File: config.mk
export PLATFORM = sky130hd
export DESIGN_NAME = display_timings
export DESIGN_NICKNAME = d
export VERILOG_FILES = /design/src/hw/fb_pkg.sv /design/src/hw/display_timings.sv
export SDC_FILE = /design/constraint.sdc
export NUM_CORES = 1
export LEC_CHECK = 0
export BUFFER_PORTS_ARGS = -buffer_cell sky130_fd_sc_hd__buf_2
export CAP_MARGIN = 20
export CORE_MARGIN = 2
export CORE_UTILIZATION = 40
export DETAILED_ROUTE_END_ITERATION = 8
export PLACE_DENSITY = 0.57
export SLEW_MARGIN = 20
export SYNTH_ARGS = -nofsm -noshare
export SYNTH_HDL_FRONTEND = slang
export SYNTH_SLANG_ARGS = --single-unit
File: constraint.sdc
create_clock -name clk_pix -period 3.99 [get_ports clk_pix]
set_input_delay 0 -clock clk_pix [delete_from_list [all_inputs] [get_ports clk_pix]]
set_output_delay 0 -clock clk_pix [all_outputs]
set_load 0.05 [all_outputs]
File: src/hw/fb_pkg.sv
/* framebuffer package
   720p raster positions, framebuffer geometry and the raster and video structs */
`default_nettype none

package fb_pkg;

    localparam int CORDW = 16;  // signed screen coordinates

    // blanking is 110 front porch then 40 sync then 220 back porch
    localparam logic signed [CORDW-1:0] H_STA  = -370;
    localparam logic signed [CORDW-1:0] HS_STA = -260;
    localparam logic signed [CORDW-1:0] HS_END = -220;
    localparam logic signed [CORDW-1:0] HA_STA = 0;
    localparam logic signed [CORDW-1:0] HA_END = 1279;  // last active pixel

    localparam logic signed [CORDW-1:0] V_STA  = -30;
    localparam logic signed [CORDW-1:0] VS_STA = -25;
    localparam logic signed [CORDW-1:0] VS_END = -20;
    localparam logic signed [CORDW-1:0] VA_STA = 0;
    localparam logic signed [CORDW-1:0] VA_END = 719;   // last active line

    localparam int H_TOTAL = 1650;
    localparam int V_TOTAL = 750;

    // 1-bit framebuffer shown top left
    localparam int FB_WIDTH  = 160;
    localparam int FB_HEIGHT = 120;
    localparam int FB_PIXELS = FB_WIDTH * FB_HEIGHT;
    localparam int FB_ADDRW  = $clog2(FB_PIXELS);
    localparam int FB_DATAW  = 1;  // colour bits per pixel

    typedef struct packed {
        logic signed [CORDW-1:0] sx;
        logic signed [CORDW-1:0] sy;
        logic                    hsync;
        logic                    vsync;
        logic                    de;
        logic                    frame;  // one cycle at raster origin
    } raster_t;

    typedef struct packed {
        logic [7:0] red;
        logic [7:0] green;
        logic [7:0] blue;
        logic       hsync;
        logic       vsync;
        logic       de;
    } video_t;

endpackage

`default_nettype wire

File: src/hw/display_timings.sv
/* display timings
   scans the 1650x750 raster for 720p and decodes sync, data enable and frame */
`default_nettype none
`timescale 1ns/1ns

module display_timings (
    input  wire logic       clk_pix,
    input  wire logic       rst_n,
    output fb_pkg::raster_t raster
);

    logic signed [fb_pkg::CORDW-1:0] sx_next;
    logic signed [fb_pkg::CORDW-1:0] sy_next;
    logic running;  // low on the first clock out of reset

    // next position, held at origin until running
    always_comb begin
        if (!running) begin
            sx_next = fb_pkg::H_STA;
            sy_next = fb_pkg::V_STA;
        end else if (raster.sx == fb_pkg::HA_END) begin
            sx_next = fb_pkg::H_STA;
            if (raster.sy == fb_pkg::VA_END) begin
                sy_next = fb_pkg::V_STA;
            end else begin
                sy_next = raster.sy + 1'b1;
            end
        end else begin
            sx_next = raster.sx + 1'b1;
            sy_next = raster.sy;
        end
    end

    // decodes come from the next position so every field lines up
    always_ff @(posedge clk_pix) begin
        if (!rst_n) begin
            running      <= 1'b0;
            raster.sx    <= fb_pkg::H_STA;
            raster.sy    <= fb_pkg::V_STA;
            raster.hsync <= 1'b0;
            raster.vsync <= 1'b0;
            raster.de    <= 1'b0;
            raster.frame <= 1'b0;
        end else begin
            running      <= 1'b1;
            raster.sx    <= sx_next;
            raster.sy    <= sy_next;
            raster.hsync <= (sx_next >= fb_pkg::HS_STA) && (sx_next < fb_pkg::HS_END);
            raster.vsync <= (sy_next >= fb_pkg::VS_STA) && (sy_next < fb_pkg::VS_END);
            raster.de    <= (sx_next >= fb_pkg::HA_STA) && (sy_next >= fb_pkg::VA_STA);
            raster.frame <= (sx_next == fb_pkg::H_STA) && (sy_next == fb_pkg::V_STA);
        end
    end

    // frame follows the last active pixel, except straight out of reset
    frame_after_wrap: assert property (
        @(posedge clk_pix) disable iff (!rst_n)
        raster.frame && $past(running)
            |-> (($past(raster.sx) == fb_pkg::HA_END) && ($past(raster.sy) == fb_pkg::VA_END))
    );

endmodule

`default_nettype wire

==> summary.txt <==
Main combinational cell family by area after synthesis: simple AND/OR/NAND/NOR gates
Root buf cell: clkbuf_8
Sequential share of the synthesized area: 34.7%
Yosys top cell area share: 34.7%
Bufs and invs on worst path: 0
DRC violations left: 0
Worst Path Arrival: 3.36 ns
Met2 Usage GRT: 31.6%
Port-buffer cells: 37
RePlAce Congestion: 0.847
DR pass1 iterations: 4
Met3 GRT Util: 6.24%
Clock sinks: 37
Max-cap viol count: 0
Area of the multi-input gates: 0.00130 mm²
Top-count cell post-synth: nand2_1
Post-DP HPWL: 4.10 mm
Reg area: 741 µm²
Synth Area per Inst: 7.82 µm²
Flops & latches, synth: 37
Synthesized-area fraction occupied by and/or/nand/nor cells: 37.6%
FMAX: 315 MHz
Final worst slack: 0.813 ns
Mapped Nets: 277
Iteration-0 DRC Markers: 182
H-Tree Depth: 2
Final Hold Viols: 0
Most Crowded Layer GR: met2
Critical path data required time: 4.17 ns
Synth top area cells: dfxtp_1 35%, nand2_1 7.9%, xnor2_1 4.9%
Power Dens Cells: 310 mW/mm²
Place WS: 0.861 ns
Synth warn: 0
Min Clock Period, post-route: 3.18 ns
Run status: completed
Crit end category: register
Post-synth ARST share: 0%
Die span in y: 77.1 µm
Slowest Stage Delay on Critical Path: 0.74 ns
Slew HR: 47.8%
Fin crit share: 79.6%
Largest net degree at the start of global routing: 20
Xor/xnor share of the synthesized area: 9.03%
Area leader, netlist: dfxtp_1
Crit-path slowest cell: or4_1
Critical path, cell by cell: or4_4 > or4_1 > o31ai_1 > nor3b_1 > a2111oi_0 > and4bb_1 > and4_1
Slew Viols, Final: 0
Initial antenna violation count: 0
Top Family by Delay on Critical Path: simple AND/OR/NAND/NOR gates
Filler cells: 552
Post-placement cell count: 367
GR Layer Usage met1: 26.7%
IO Pins: 38
Final number of setup-violating endpoints: 0
Mapped Area: 0.00213 mm²
Unique masters post-synth: 48
Drt wl/cell: 15.1 µm
Core Rows: 26
Number of synthesized flops with an enable pin: 0
Setup crit start kind: register
Final #Nets: 309
Leak: 0.000900 µW
Min-delay worst type: reg2reg
Clock transition at path regs: 0.08 ns
Area share of fa/ha/maj cells after synthesis: 1.17%
Post-Route WL: 5.67 mm
Core area: 0.00514 mm²
Num CTS Buffers: 5
Die ar.: 0.00594 mm²
Share of cells above drive strength 1: 17.0%
Worst IR Drop VDD: 190 µV
CP Max Fanout: 11
Setup CP Type: reg2reg
Synth Instances: 273
CTS tree: built
Longest Clk Path Bufs: 2
Non-Filler Instances: 376
Setup TNS: 0 ns
Antenna Cells: 0
Clk Latency, worst-skew pair: 0.29 ns
Clock skew: 0.00818 ns
Total track usage: 20.3%
R2r setup slk: 0.81 ns
Vias in the first global route: 1916
Mux contribution to synthesized area: 0%
RSZ-0062 raised after global routing: no
Synth top cells by count: 45 x nand2_1, 37 x dfxtp_1, 25 x nor2_1
First-pass GRT wire length: 9.69 mm
Chip width: 77.1 µm
Top_reg_cell synth: dfxtp_1
Slew @ Worst Pin: 0.780 ns
Vias/cell: 5.56
Synth Area in Compound Gates: 13.2%
ANT nets after route: 0
Final Util: 48.0%
Total congestion overflow: 0
Layout area overhead: 15.7%
Initial Utilization: 41.5%
Total number of vias: 2089
## layer usage
layer,share of wire [%],up-vias
li1,-,1044
met1,46,986
met2,48,51
met3,5.0,8
met4,1.4,0
met5,0,-
## sequential cells by signal (all words and copies together), names as in the netlist
| signal | count |
|---|---|
| raster | 36 |
| running | 1 |
## kinds of logic after synthesis
group | Yosys count
adder cells (fa/ha/maj) | 2
AND/OR/NAND/NOR | 151
XOR/XNOR | 22
AO/OA/AOI/OAI | 41
buffers and inverters | 20
flip-flops | 37
## path summary, 6_finish.rpt
path                               from                     to  cells after the start
hold / removal    raster[20]$_SDFF_PN0_  raster[20]$_SDFF_PN0_                      1
setup / recovery  raster[29]$_SDFF_PN1_   raster[2]$_SDFF_PN0_                      7
setup reg to reg  raster[29]$_SDFF_PN1_   raster[2]$_SDFF_PN0_                      7
hold reg to reg   raster[20]$_SDFF_PN0_  raster[20]$_SDFF_PN0_                      1
## through the flow
stage	total power, µW	area [µm²]	hold slack, ns
finish	766	2470	0.487
global route	800	2470	0.502
CTS	773	2470	0.494
detailed placement	431	2340	0.264
global placement	431	2340	0.264
floorplan	419	2130	0.0277
## cell type report
cell class	count	share of cell area (%)
Inverter	7	1.06
Clock buffer	7	3.50
Tap cell	70	3.55
Timing Repair Buffer	38	7.91
Clock inverter	1	1.22
Sequential cell	37	30.0
Multi-Input combinational cell	216	52.8
## layout by cell type (no fill, tap or decap), types with 2 or more instances in the layout
master,instances
or2_2,2
inv_1,7
nor2_1,25
nand3_1,13
buf_2,37
o21a_1,2
o22ai_1,2
a211oi_1,2
and2_1,5
a21oi_1,10
or4_4,2
xor2_1,10
o21ai_0,9
o32ai_2,2
nor4_1,4
dfxtp_1,37
nor4b_1,2
and3_1,11
nand2_1,45
a31oi_1,3
ha_1,2
nand4_1,8
a32oi_1,3
or3_1,4
clkbuf_8,6
nor3b_1,4
or4_1,3
nor3_1,10
xnor2_1,12
and4_1,4
## where the power goes
part           internal [µW]  switching [µW]  total, µW
clock                    204             139        343
sequential               373            6.07        379
combinational           12.4            31.9       44.3
total                    589             177        766
## what timing repair did
item,CTS,global route
endpoints found under the hold margin,4,0
setup buffers,0,0
gates resized for setup,0,0
hold buffers,1,0
Note: power is estimated with default switching activity, not from simulation.
