===== config.mk =====
export PLATFORM = sky130hd
export DESIGN_NAME = fb_scanout
export DESIGN_NICKNAME = d
export VERILOG_FILES = /design/src/hw/fb_pkg.sv /design/src/hw/fb_scanout.sv
export SDC_FILE = /design/constraint.sdc
export NUM_CORES = 1
export LEC_CHECK = 0
export BUFFER_PORTS_ARGS = -buffer_cell sky130_fd_sc_hd__buf_2
export CAP_MARGIN = 0
export CORE_AREA = 3 3 67 69
export CTS_CLUSTER_SIZE = 12
export DETAILED_ROUTE_END_ITERATION = 6
export DIE_AREA = 0 0 70 72
export GPL_ROUTABILITY_DRIVEN = 0
export GPL_TIMING_DRIVEN = 0
export PLACE_DENSITY = 0.68
export SLEW_MARGIN = 20
export SYNTH_ARGS = -nofsm -noshare
export SYNTH_HDL_FRONTEND = slang
export SYNTH_SLANG_ARGS = --single-unit

===== constraint.sdc =====
create_clock -name clk_pix -period 2.05 [get_ports clk_pix]
set_input_delay 0 -clock clk_pix [delete_from_list [all_inputs] [get_ports clk_pix]]
set_output_delay 0 -clock clk_pix [all_outputs]
set_load 0.01 [all_outputs]

===== src/hw/fb_pkg.sv =====
/* framebuffer package
   720p raster positions, framebuffer geometry and the raster and video structs */
`default_nettype none

package fb_pkg;

    localparam int CORDW = 16;  // signed screen coordinates

    // blanking is 110 front porch then 40 sync then 220 back porch
    localparam logic signed [CORDW-1:0] H_STA  = -370;
    localparam logic signed [CORDW-1:0] HS_STA = -260;
    localparam logic signed [CORDW-1:0] HS_END = -220;
    localparam logic signed [CORDW-1:0] HA_STA = 0;
    localparam logic signed [CORDW-1:0] HA_END = 1279;  // last active pixel

    localparam logic signed [CORDW-1:0] V_STA  = -30;
    localparam logic signed [CORDW-1:0] VS_STA = -25;
    localparam logic signed [CORDW-1:0] VS_END = -20;
    localparam logic signed [CORDW-1:0] VA_STA = 0;
    localparam logic signed [CORDW-1:0] VA_END = 719;   // last active line

    localparam int H_TOTAL = 1650;
    localparam int V_TOTAL = 750;

    // 1-bit framebuffer shown top left
    localparam int FB_WIDTH  = 160;
    localparam int FB_HEIGHT = 120;
    localparam int FB_PIXELS = FB_WIDTH * FB_HEIGHT;
    localparam int FB_ADDRW  = $clog2(FB_PIXELS);
    localparam int FB_DATAW  = 1;  // colour bits per pixel

    typedef struct packed {
        logic signed [CORDW-1:0] sx;
        logic signed [CORDW-1:0] sy;
        logic                    hsync;
        logic                    vsync;
        logic                    de;
        logic                    frame;  // one cycle at raster origin
    } raster_t;

    typedef struct packed {
        logic [7:0] red;
        logic [7:0] green;
        logic [7:0] blue;
        logic       hsync;
        logic       vsync;
        logic       de;
    } video_t;

endpackage

`default_nettype wire


===== src/hw/fb_scanout.sv =====
/* framebuffer scanout
   reads the buffer in step with the raster and drives colour and syncs */
`default_nettype none
`timescale 1ns/1ns

module fb_scanout (
    input  wire logic                        clk_pix,
    input  wire logic                        rst_n,
    input  wire fb_pkg::raster_t             raster,
    output logic      [fb_pkg::FB_ADDRW-1:0] addr_read,
    input  wire logic [fb_pkg::FB_DATAW-1:0] data_out,
    output fb_pkg::video_t                   video
);

    logic paint;     // raster inside the framebuffer window
    logic paint_p1;
    logic hsync_p1;
    logic vsync_p1;
    logic de_p1;
    logic colr_on;

    always_comb begin
        paint = (raster.sx >= 0) && (raster.sx < fb_pkg::FB_WIDTH)
             && (raster.sy >= 0) && (raster.sy < fb_pkg::FB_HEIGHT);
    end

    always_ff @(posedge clk_pix) begin
        if (!rst_n || raster.frame) begin
            addr_read <= '0;
        end else if (paint) begin
            if (addr_read == fb_pkg::FB_PIXELS - 1) begin
                addr_read <= '0;  // last pixel of the buffer
            end else begin
                addr_read <= addr_read + 1'b1;
            end
        end
    end

    // match the RAM read latency
    always_ff @(posedge clk_pix) begin
        if (!rst_n) begin
            paint_p1 <= 1'b0;
            hsync_p1 <= 1'b0;
            vsync_p1 <= 1'b0;
            de_p1    <= 1'b0;
        end else begin
            paint_p1 <= paint;
            hsync_p1 <= raster.hsync;
            vsync_p1 <= raster.vsync;
            de_p1    <= raster.de;
        end
    end

    assign colr_on = paint_p1 && data_out[0];

    always_ff @(posedge clk_pix) begin
        if (!rst_n) begin
            video <= '0;
        end else begin
            video.red   <= colr_on ? 8'hFF : 8'h00;
            video.green <= colr_on ? 8'hFF : 8'h00;
            video.blue  <= colr_on ? 8'hFF : 8'h00;
            video.hsync <= hsync_p1;
            video.vsync <= vsync_p1;
            video.de    <= de_p1;
        end
    end

    // read address tracks the window pixel, so it stays inside the buffer
    read_in_step: assert property (
        @(posedge clk_pix) disable iff (!rst_n)
        paint |-> addr_read == raster.sy * fb_pkg::FB_WIDTH + raster.sx
    );

endmodule

`default_nettype wire


==> summary.md <==
| Metric | Value |
|---|---|
| Status | complete, no violations |
| Cell area after layout | between 1500 and 2000 um^2 |
| Syn Area/Cell | around 9 um^2 |
| Antenna diode count | 0 |
| Most common cell after layout, fill and taps aside | buf_2 |
| Reg2Reg Setup Slack | between 0.15 and 0.2 ns |
| Reg2reg end | addr_read[13] |
| Worst Path Class, Setup | flip-flop to flip-flop |
| CP required | around 2.2 ns |
| Worst slew margin | ~55% |
| Setup Fix Bufs, Post-CTS | 0 |
| Crit path launch | addr_read[0] |
| Layout area overhead | 37.0% |
| Syn nets | around 200 |
| Pwr dens | 428 nW/um^2 |
| Slew @ Worst Pin | ~0.68 ns |
| Final core utilization | between 40 and 50% |
| CP max FO | 10 |
| Vias per cell | between 4 and 5 |
| Worst r2r src | addr_read[0] |
| Hold Path Depth | 2 |
| Skew final | just under 0.008 ns |
| Synth async-reset ratio | 0% |
| Yosys top cell by area | dfxtp_1 |
| Cell row count | 23 |
| RSZ-0062 raised after global routing | false |
| DR WL met3 | about 220 um |
| Synth Cell Area | 1370 um^2 |
| ANT nets after route | 0 |
| DR DRC count | 0 |
| Vias in the first global route | around 1300 |
| # H-tree levels | 1 |
| Setup_tns | 0 ns |
| Crit end category | flip-flop |
| Core ar. | between 3000 and 4000 um^2 |
| Grt ovf | 0 |
| I/O Pins | 81 |
| DIE AREA | 5040 um^2 |
| First-pass GRT wire length | 5950 um |
| Initial Util | 34.5% |
| Wl on met1 | roughly 1600 um |
| Warnings from Yosys | 0 |
| Vias | about 1400 |
| Share of cells above drive strength 1 | roughly 44% |
| Port Buffers | a little over 70 |
| CTS Root Cell | clkbuf_8 |
| P_leak | 0.885 nW |
| VDD IR max | about 0.2 mV |
| Final #Nets | 276 |
| Initial antenna violation count | 0 |
| Worst Path Arrival | 2.03 ns |
| 1st-iter DRT viols | 43 |
| Latest clock arrival within the worst-skew pair | 0.26 ns |
| DIE HEIGHT | roughly 70 um |
| Wirelength, routed | around 3500 um |
| Fmax | between 0.5 and 0.6 GHz |
| Global-route usage over all layers | 14.2% |
| Seq/Total Area, Yosys | 33.6% |
| Top cell type's share of synthesized area | approximately 34% |
| Worst hold path type | input port to flip-flop |
| Filler instances | 394 |
| CP Launch Type | flip-flop |
| CTS clk-pin slew, worst paths | 0.08 ns |
| Hold slack final | just under 0.06 ns |
| Top post-synthesis cells by area | dfxtp_1 34%, buf_4 13%, nor4_4 4.7% |
| Mapped Cells | between 150 and 200 |
| Clk sinks | 23 |
| Final setup vio count | 0 |
| Critical Path End | addr_read[13] |
| Longest Clk Path Bufs | 2 |
| Post-DP HPWL | 2700 um |
| Die width | roughly 70 um |
| Fin crit share | between 90% and 100% |
| Count of flip-flops with a built-in enable after synthesis | 0 |
| Tmin final | 1.89 ns |
| Met2 wire length | between 1500 and 2000 um |
| Library cells used by synthesis | 33 |
| Max-cap violation count | 0 |
| Uppermost layer routed | met4 |
| Final Hold Fails | 0 |
| Most frequently used flop master after synthesis | dfxtp_1 |
| Largest net degree at the start of global routing | 25 |
| Synth Register Bits | 23 |
| Wire per inst | approximately 12 um |
| Placed cell areas | between 1500 and 2000 um^2 |
| Pre-Repair DR Iteration Count | 4 |
| Reg2Reg Depth | 6 |
| Most frequent cells in the layout | 72 x buf_2, 23 x buf_4, 23 x dfxtp_1, 14 x nand2_1 |
| TritonCTS Buffers | 3 |
| CTS tree | done |
| Max Slew Vio Count | 0 |
-- flip-flops by register name, indices dropped and copies added, names as in the netlist --
signal     cells
de_p1          1
addr_read     15
hsync_p1       1
video          4
paint_p1       1
vsync_p1       1
-- worst max-delay path, cell delays in order, from the launching register on --
cell	delay (ns)
dfxtp_1	0.43
ha_1	0.21
and4_1	0.19
clkbuf_2	0.17
nand4_2	0.27
nand3_1	0.38
o22ai_1	0.11
-- kinds of logic after synthesis --
logic type / share of synthesized area, %
and+or+nand+nor: 33.8
DFF: 33.6
adders and majority gates: 0.912
buffers and inverters: 14.9
AOI/OAI and AO/OA: 16.9
-- layout make-up --
class | instances | area, um^2 | share of cell area, %
well taps | 50 | 62.6 | 3.33
inverters | 2 | 7.51 | 0.399
repair buffers | 76 | 400 | 21.3
clock buffers | 4 | 45.0 | 2.40
flip-flops and latches | 23 | 460 | 24.5
multi-input cells | 101 | 707 | 37.6
plain buffers | 29 | 196 | 10.5
-- how the worst min path moves through the flow --
| stage | startpoint | to |
|---|---|---|
| floorplan | rst_n | de_p1 |
| global placement | raster[3] | hsync_p1 |
| detailed placement | raster[2] | vsync_p1 |
| CTS | rst_n | video[2] |
| global route | rst_n | hsync_p1 |
| finish | rst_n | de_p1 |
-- where the power goes --
group | leakage, nW | total, mW | switching (mW) | internal, mW
combinational | 0.676 | 0.0726 | 0.0355 | 0.0371
clock | 0.0228 | 0.280 | 0.141 | 0.139
sequential | 0.186 | 0.453 | 0.000861 | 0.452
-- metrics by stage --
step / setup slack (ns) / std cells / total power [mW]
floorplan: 0.392 / 155 / 0.487
global placement: 0.223 / 277 / 0.530
detailed placement: 0.203 / 277 / 0.531
CTS: 0.185 / 285 / 0.820
global route: 0.00635 / 285 / 0.853
finish: 0.157 / 285 / 0.805
-- routing by layer --
| metal | track usage (%) | vias up |
|---|---|---|
| li1 | - | 731 |
| met1 | 18.2 | 633 |
| met2 | 24.6 | 51 |
| met3 | 2.08 | 2 |
| met4 | 4.47 | 0 |
| met5 | 0 | - |
-- cells in the mapped netlist (all sizes together) (2+ instances only) --
cell type and n:
and3 7, a211oi 8, or3 4, clkbuf 6, dfxtp 23, and4 5
inv 2, o32ai 3, nand3b 2, o31ai 6, o21ai 2, o311ai 3
and2 8, or4 2, o22ai 5, nand2b 3, nor4 3, nand3 6
nand4 8, nand2 14, a21oi 3, buf 23
-- timing repair --
action,4_1_cts,5_1_grt
gates resized for setup,0,0
hold endpoints to repair,4,0
hold buffers,4,0
No activity file was read; power rests on OpenSTA's default activity.
