<file path="config.mk">
export PLATFORM = sky130hd
export DESIGN_NAME = fb_border_draw
export DESIGN_NICKNAME = d
export VERILOG_FILES = /design/src/hw/fb_pkg.sv /design/src/hw/fb_border_draw.sv
export SDC_FILE = /design/constraint.sdc
export NUM_CORES = 1
export LEC_CHECK = 0
export BUFFER_PORTS_ARGS = -buffer_cell sky130_fd_sc_hd__buf_4
export CORE_AREA = 3 3 59 61
export DETAILED_ROUTE_END_ITERATION = 8
export DIE_AREA = 0 0 62 64
export GPL_TIMING_DRIVEN = 0
export PLACE_DENSITY = 0.79
export SLEW_MARGIN = 20
export SYNTH_ARGS = -nofsm -noshare
export SYNTH_HDL_FRONTEND = slang
export SYNTH_SLANG_ARGS = --single-unit
</file>
<file path="constraint.sdc">
create_clock -name clk_pix -period 3 [get_ports clk_pix]
set_clock_uncertainty 0.15 [all_clocks]
set_input_delay 0 -clock clk_pix [delete_from_list [all_inputs] [get_ports clk_pix]]
set_output_delay 0 -clock clk_pix [all_outputs]
set_load 0.01 [all_outputs]
</file>
<file path="src/hw/fb_pkg.sv">
/* framebuffer package
   720p raster positions, framebuffer geometry and the raster and video structs */
`default_nettype none

package fb_pkg;

    localparam int CORDW = 16;  // signed screen coordinates

    // blanking is 110 front porch then 40 sync then 220 back porch
    localparam logic signed [CORDW-1:0] H_STA  = -370;
    localparam logic signed [CORDW-1:0] HS_STA = -260;
    localparam logic signed [CORDW-1:0] HS_END = -220;
    localparam logic signed [CORDW-1:0] HA_STA = 0;
    localparam logic signed [CORDW-1:0] HA_END = 1279;  // last active pixel

    localparam logic signed [CORDW-1:0] V_STA  = -30;
    localparam logic signed [CORDW-1:0] VS_STA = -25;
    localparam logic signed [CORDW-1:0] VS_END = -20;
    localparam logic signed [CORDW-1:0] VA_STA = 0;
    localparam logic signed [CORDW-1:0] VA_END = 719;   // last active line

    localparam int H_TOTAL = 1650;
    localparam int V_TOTAL = 750;

    // 1-bit framebuffer shown top left
    localparam int FB_WIDTH  = 160;
    localparam int FB_HEIGHT = 120;
    localparam int FB_PIXELS = FB_WIDTH * FB_HEIGHT;
    localparam int FB_ADDRW  = $clog2(FB_PIXELS);
    localparam int FB_DATAW  = 1;  // colour bits per pixel

    typedef struct packed {
        logic signed [CORDW-1:0] sx;
        logic signed [CORDW-1:0] sy;
        logic                    hsync;
        logic                    vsync;
        logic                    de;
        logic                    frame;  // one cycle at raster origin
    } raster_t;

    typedef struct packed {
        logic [7:0] red;
        logic [7:0] green;
        logic [7:0] blue;
        logic       hsync;
        logic       vsync;
        logic       de;
    } video_t;

endpackage

`default_nettype wire

</file>
<file path="src/hw/fb_border_draw.sv">
/* border drawing engine
   writes a one-pixel white frame around the framebuffer once after reset */
`default_nettype none
`timescale 1ns/1ns

module fb_border_draw (
    input  wire logic                   clk_pix,
    input  wire logic                   rst_n,
    input  wire logic                   frame,
    output logic                        we,
    output logic [fb_pkg::FB_ADDRW-1:0] addr_write,
    output logic [fb_pkg::FB_DATAW-1:0] data_in
);

    typedef enum logic [2:0] {
        st_idle,
        st_top,
        st_right,
        st_left,
        st_bottom,
        st_done
    } state_t;

    state_t state;
    logic [$clog2(fb_pkg::FB_WIDTH)-1:0] cnt;  // pixels along the current edge

    assign data_in = '1;  // border is always white

    always_ff @(posedge clk_pix) begin
        if (!rst_n) begin
            state <= st_idle;
            we    <= 1'b0;
            cnt   <= '0;
        end else begin
            case (state)
                st_idle: begin
                    if (frame) begin  // start in vertical blanking
                        we         <= 1'b1;
                        addr_write <= '0;
                        cnt        <= '0;
                        state      <= st_top;
                    end
                end
                st_top: begin
                    if (cnt < fb_pkg::FB_WIDTH - 1) begin
                        addr_write <= addr_write + 1'b1;
                        cnt        <= cnt + 1'b1;
                    end else begin
                        cnt   <= '0;
                        state <= st_right;  // continue down from the last column
                    end
                end
                st_right: begin
                    if (cnt < fb_pkg::FB_HEIGHT - 1) begin
                        addr_write <= addr_write + fb_pkg::FB_WIDTH[fb_pkg::FB_ADDRW-1:0];
                        cnt        <= cnt + 1'b1;
                    end else begin
                        addr_write <= '0;
                        cnt        <= '0;
                        state      <= st_left;
                    end
                end
                st_left: begin
                    if (cnt < fb_pkg::FB_HEIGHT - 1) begin
                        addr_write <= addr_write + fb_pkg::FB_WIDTH[fb_pkg::FB_ADDRW-1:0];
                        cnt        <= cnt + 1'b1;
                    end else begin
                        cnt   <= '0;
                        state <= st_bottom;  // already at start of last row
                    end
                end
                st_bottom: begin
                    if (cnt < fb_pkg::FB_WIDTH - 1) begin
                        addr_write <= addr_write + 1'b1;
                        cnt        <= cnt + 1'b1;
                    end else begin
                        we    <= 1'b0;
                        state <= st_done;
                    end
                end
                default: state <= st_done;  // stays here until reset
            endcase
        end
    end

endmodule

`default_nettype wire

</file>
==> impl_summary.txt <==
----------------------------------------------------
[Status]
  Status ... completed

[Clock network]
  Clk Tree Root Cell ... sky130_fd_sc_hd__clkbuf_4
  Inserted Clock Buffers ... 3
  Clk_lat worst skew ... 0.33 ns
  Post-CTS clock slew at the launch and capture registers of the worst setup and hold paths ... 0.15 ns
  H-tree depth reported by CTS ... 1
  Sinks on the clock net ... 27
  Clock tree buffer depth ... 2
  TritonCTS clock tree ... yes

[Cells and area]
  Signed area change from the synthesized netlist to the final layout ... 14.4%
  Area taken by flip-flops and latches ... 691 µm²
  Total number of nets in the final design ... 222
  Count of placed standard cells in the final layout, fillers left out ... 259
  Ant. Diodes ... 0
  Filler cell count in the final layout ... 263
  Ratio of cells with drive above 1 in the final layout ... 0.167
  Multi-input gate area in the final layout ... 960 µm²

[Routing]
  Metal2 WL ... 1.95 mm
  Iteration-0 DRC count of the detailed router ... 138
  Via total after detailed routing ... 1521
  ANT nets after route ... 0
  Total routed wirelength ... 3.79 mm
  Wire length on met3 ... 150 µm
  Length of the first detailed-routing pass in iterations ... 4
  Wire length per cell ... 14.6 µm
  Met1 wire length ... 1.63 mm
  Routed vias/inst ... 5.87
  Total DRC errors in the routed layout ... 0
  Top Layer Used ... met4

[Critical path]
  Critical path class ... register to register
  Required @ worst endpoint ... 2.84 ns
  Data arrival, critical path ... 2.48 ns
  Startpoint class of the critical path ... register
  Worst-path fanout max ... 10
  Nature of the critical path endpoint ... register

[Pwr]
  Peak supply drop ... 263 µV
  Power density of the placed cells ... 366 nW/µm²
  Total power ... 0.710 mW
  Cell leakage power ... 0.703 nW

[Synthesis]
  Number of distinct library cells after synthesis ... 52
  Post-synth top area cell ... sky130_fd_sc_hd__edfxtp_1
  Number of nets produced by synthesis ... 197
  Count of flip-flops with a built-in enable after synthesis ... 15
  Fraction of post-synthesis cell area in the top cell type by area ... 0.266
  Primary FF master, synth ... sky130_fd_sc_hd__edfxtp_1
  Synth top area cells ... sky130_fd_sc_hd__edfxtp_1 27%, sky130_fd_sc_hd__dfxtp_1 14%, sky130_fd_sc_hd__nor2_1 5.1%
  Flip-flop and latch count after synthesis ... 27
  Mean cell area of the mapped netlist ... 8.88 µm²
  Async set or reset register ratio after synthesis ... 0
  Most common library cells after synthesis ... 23 x sky130_fd_sc_hd__nor2_1, 15 x sky130_fd_sc_hd__edfxtp_1, 14 x sky130_fd_sc_hd__a21oi_1, 13 x sky130_fd_sc_hd__nand2_1, 12 x sky130_fd_sc_hd__dfxtp_1
  Cells after synthesis ... 191
  Most used standard cell by instance count after synthesis ... sky130_fd_sc_hd__nor2_1
  Number of warnings printed during yosys synthesis ... 0
  Netlist area before placement ... 1700 µm²
  Portion of the post-synthesis area used by sequential elements ... 0.407

[Placed design]
  Final GP Congestion ... 0.879
  Cells after DPL ... 253
  Port Buffers ... 18
  HPWL after detailed placement ... 2.75 mm

[Global routing]
  Via count of the first global-routing pass ... 1498
  Overflow left after global routing ... 0
  Global-route wire length before repair ... 6.56 mm
  Initial antenna violation count ... 0
  Maximum number of pins on one net before global-route repair ... 16
  Total GRT Usage ... 0.210

[Job]
  Number of maximum-capacitance constraint violations ... 0

[Floorplanning]
  Width of the chip ... 62 µm
  Effective utilization at floorplan ... 0.560
  Overall die height ... 64 µm
  Top Ports ... 20
  Die area ... 3970 µm²
  Rows ... 20
  Core outline area ... 3030 µm²

[STA]
  TNS Setup ... 0 ns
  Final critical delay including setup and external delays ... 2.64 ns
  Final count of hold timing violations ... 0
  Total of endpoints with negative setup slack in the final report ... 0
  Worst-case hold slack ... 0.311 ns
  Maximum clock rate ... 378 MHz
  Max transition margin ... 0.552
  Transition time at the pin with the least slew margin ... 0.671 ns
  Tcrit/Tclk final ... 0.881
  Setup repair after global routing missed its margin ... no
  Count of final max-slew check failures ... 0

[Worst hold path]
  Worst min-delay path category ... primary input to register

----------------------------------------------------
-- state kept, by name (all words and copies together), names as in the netlist --
signal      cells
we              1
cnt             8
addr_write     15
state           3
-- routing by layer --
layer / vias to the layer above / track usage
met4: 0 / 0.0849
met2: 36 / 0.360
li1: 763 / -
met1: 715 / 0.256
met3: 7 / 0.0242
met5: - / 0
-- metrics by stage --
step	area (µm²)	util	setup WS [ns]
6_report	1940	0.640	0.356
5_1_grt	1940	0.640	0.143
4_1_cts	1930	0.638	0.0876
3_5_place_dp	1890	0.623	0.121
3_3_place_gp	1890	0.623	0.217
2_1_floorplan	1700	-	0.654
-- critical path, cell delays in order (launching register included) --
cell and delay (ns):
sky130_fd_sc_hd__dfxtp_1 0.35, sky130_fd_sc_hd__buf_2 0.21, sky130_fd_sc_hd__xnor2_1 0.16, sky130_fd_sc_hd__or2_1 0.12, sky130_fd_sc_hd__clkbuf_1 0.23, sky130_fd_sc_hd__buf_2 0.30, sky130_fd_sc_hd__o211ai_1 0.19, sky130_fd_sc_hd__a31oi_2 0.58
-- power by group --
group          leakage, nW  internal (mW)  switching, mW
registers            0.244          0.410         0.0215
logic                0.442         0.0512         0.0639
clock network       0.0177         0.0502          0.114
total                0.703          0.511          0.199
-- final timing paths --
check,end,from,depth (start not counted),slack (ns)
hold / removal,state[2],rst_n,3,0.31
setup / recovery,addr_write[5],state[2],7,0.36
hold reg to reg,cnt[1],cnt[1],2,0.41
setup reg to reg,addr_write[5],state[2],7,0.36
-- area by class of cell --
cell class	count	share of cell area
inverters	1	0.00194
flip-flops and latches	27	0.356
well taps	44	0.0284
plain buffers	10	0.0245
clock inverters	1	0.00258
clock buffers	3	0.0116
multi-input cells	153	0.495
repair buffers	20	0.0800
-- layout by cell type, fill, tap and decap left out, types with 3 or more instances in the layout --
cell type	instances
sky130_fd_sc_hd__a21oi_1	14
sky130_fd_sc_hd__a22oi_1	3
sky130_fd_sc_hd__a31oi_1	5
sky130_fd_sc_hd__and3_1	3
sky130_fd_sc_hd__buf_2	5
sky130_fd_sc_hd__buf_4	19
sky130_fd_sc_hd__clkbuf_1	4
sky130_fd_sc_hd__clkbuf_4	3
sky130_fd_sc_hd__dfxtp_1	12
sky130_fd_sc_hd__edfxtp_1	15
sky130_fd_sc_hd__ha_1	3
sky130_fd_sc_hd__nand2_1	13
sky130_fd_sc_hd__nand3_1	9
sky130_fd_sc_hd__nand4_1	3
sky130_fd_sc_hd__nor2_1	23
sky130_fd_sc_hd__nor3_1	4
sky130_fd_sc_hd__nor3b_1	3
sky130_fd_sc_hd__o21a_1	4
sky130_fd_sc_hd__o21ai_0	7
sky130_fd_sc_hd__o21ai_1	7
sky130_fd_sc_hd__o22ai_1	3
sky130_fd_sc_hd__or2_1	3
sky130_fd_sc_hd__xnor2_1	5
sky130_fd_sc_hd__xor2_1	5
-- cells by family after synthesis --
family / after synthesis / share of synthesized area
mux: 2 / 0.0118
compound gates: 62 / 0.252
other cells: 1 / 0.00221
fa+ha+maj: 3 / 0.0221
simple gates: 75 / 0.223
xor+xnor: 10 / 0.0517
buf+inv: 11 / 0.0303
flops: 27 / 0.407
-- timing repair --
item	CTS	global route
hold endpoints to repair	12	0
gates resized for setup	0	0
hold buffers	2	0
buffers inserted	0	0
No activity file was read; power rests on OpenSTA's default activity.
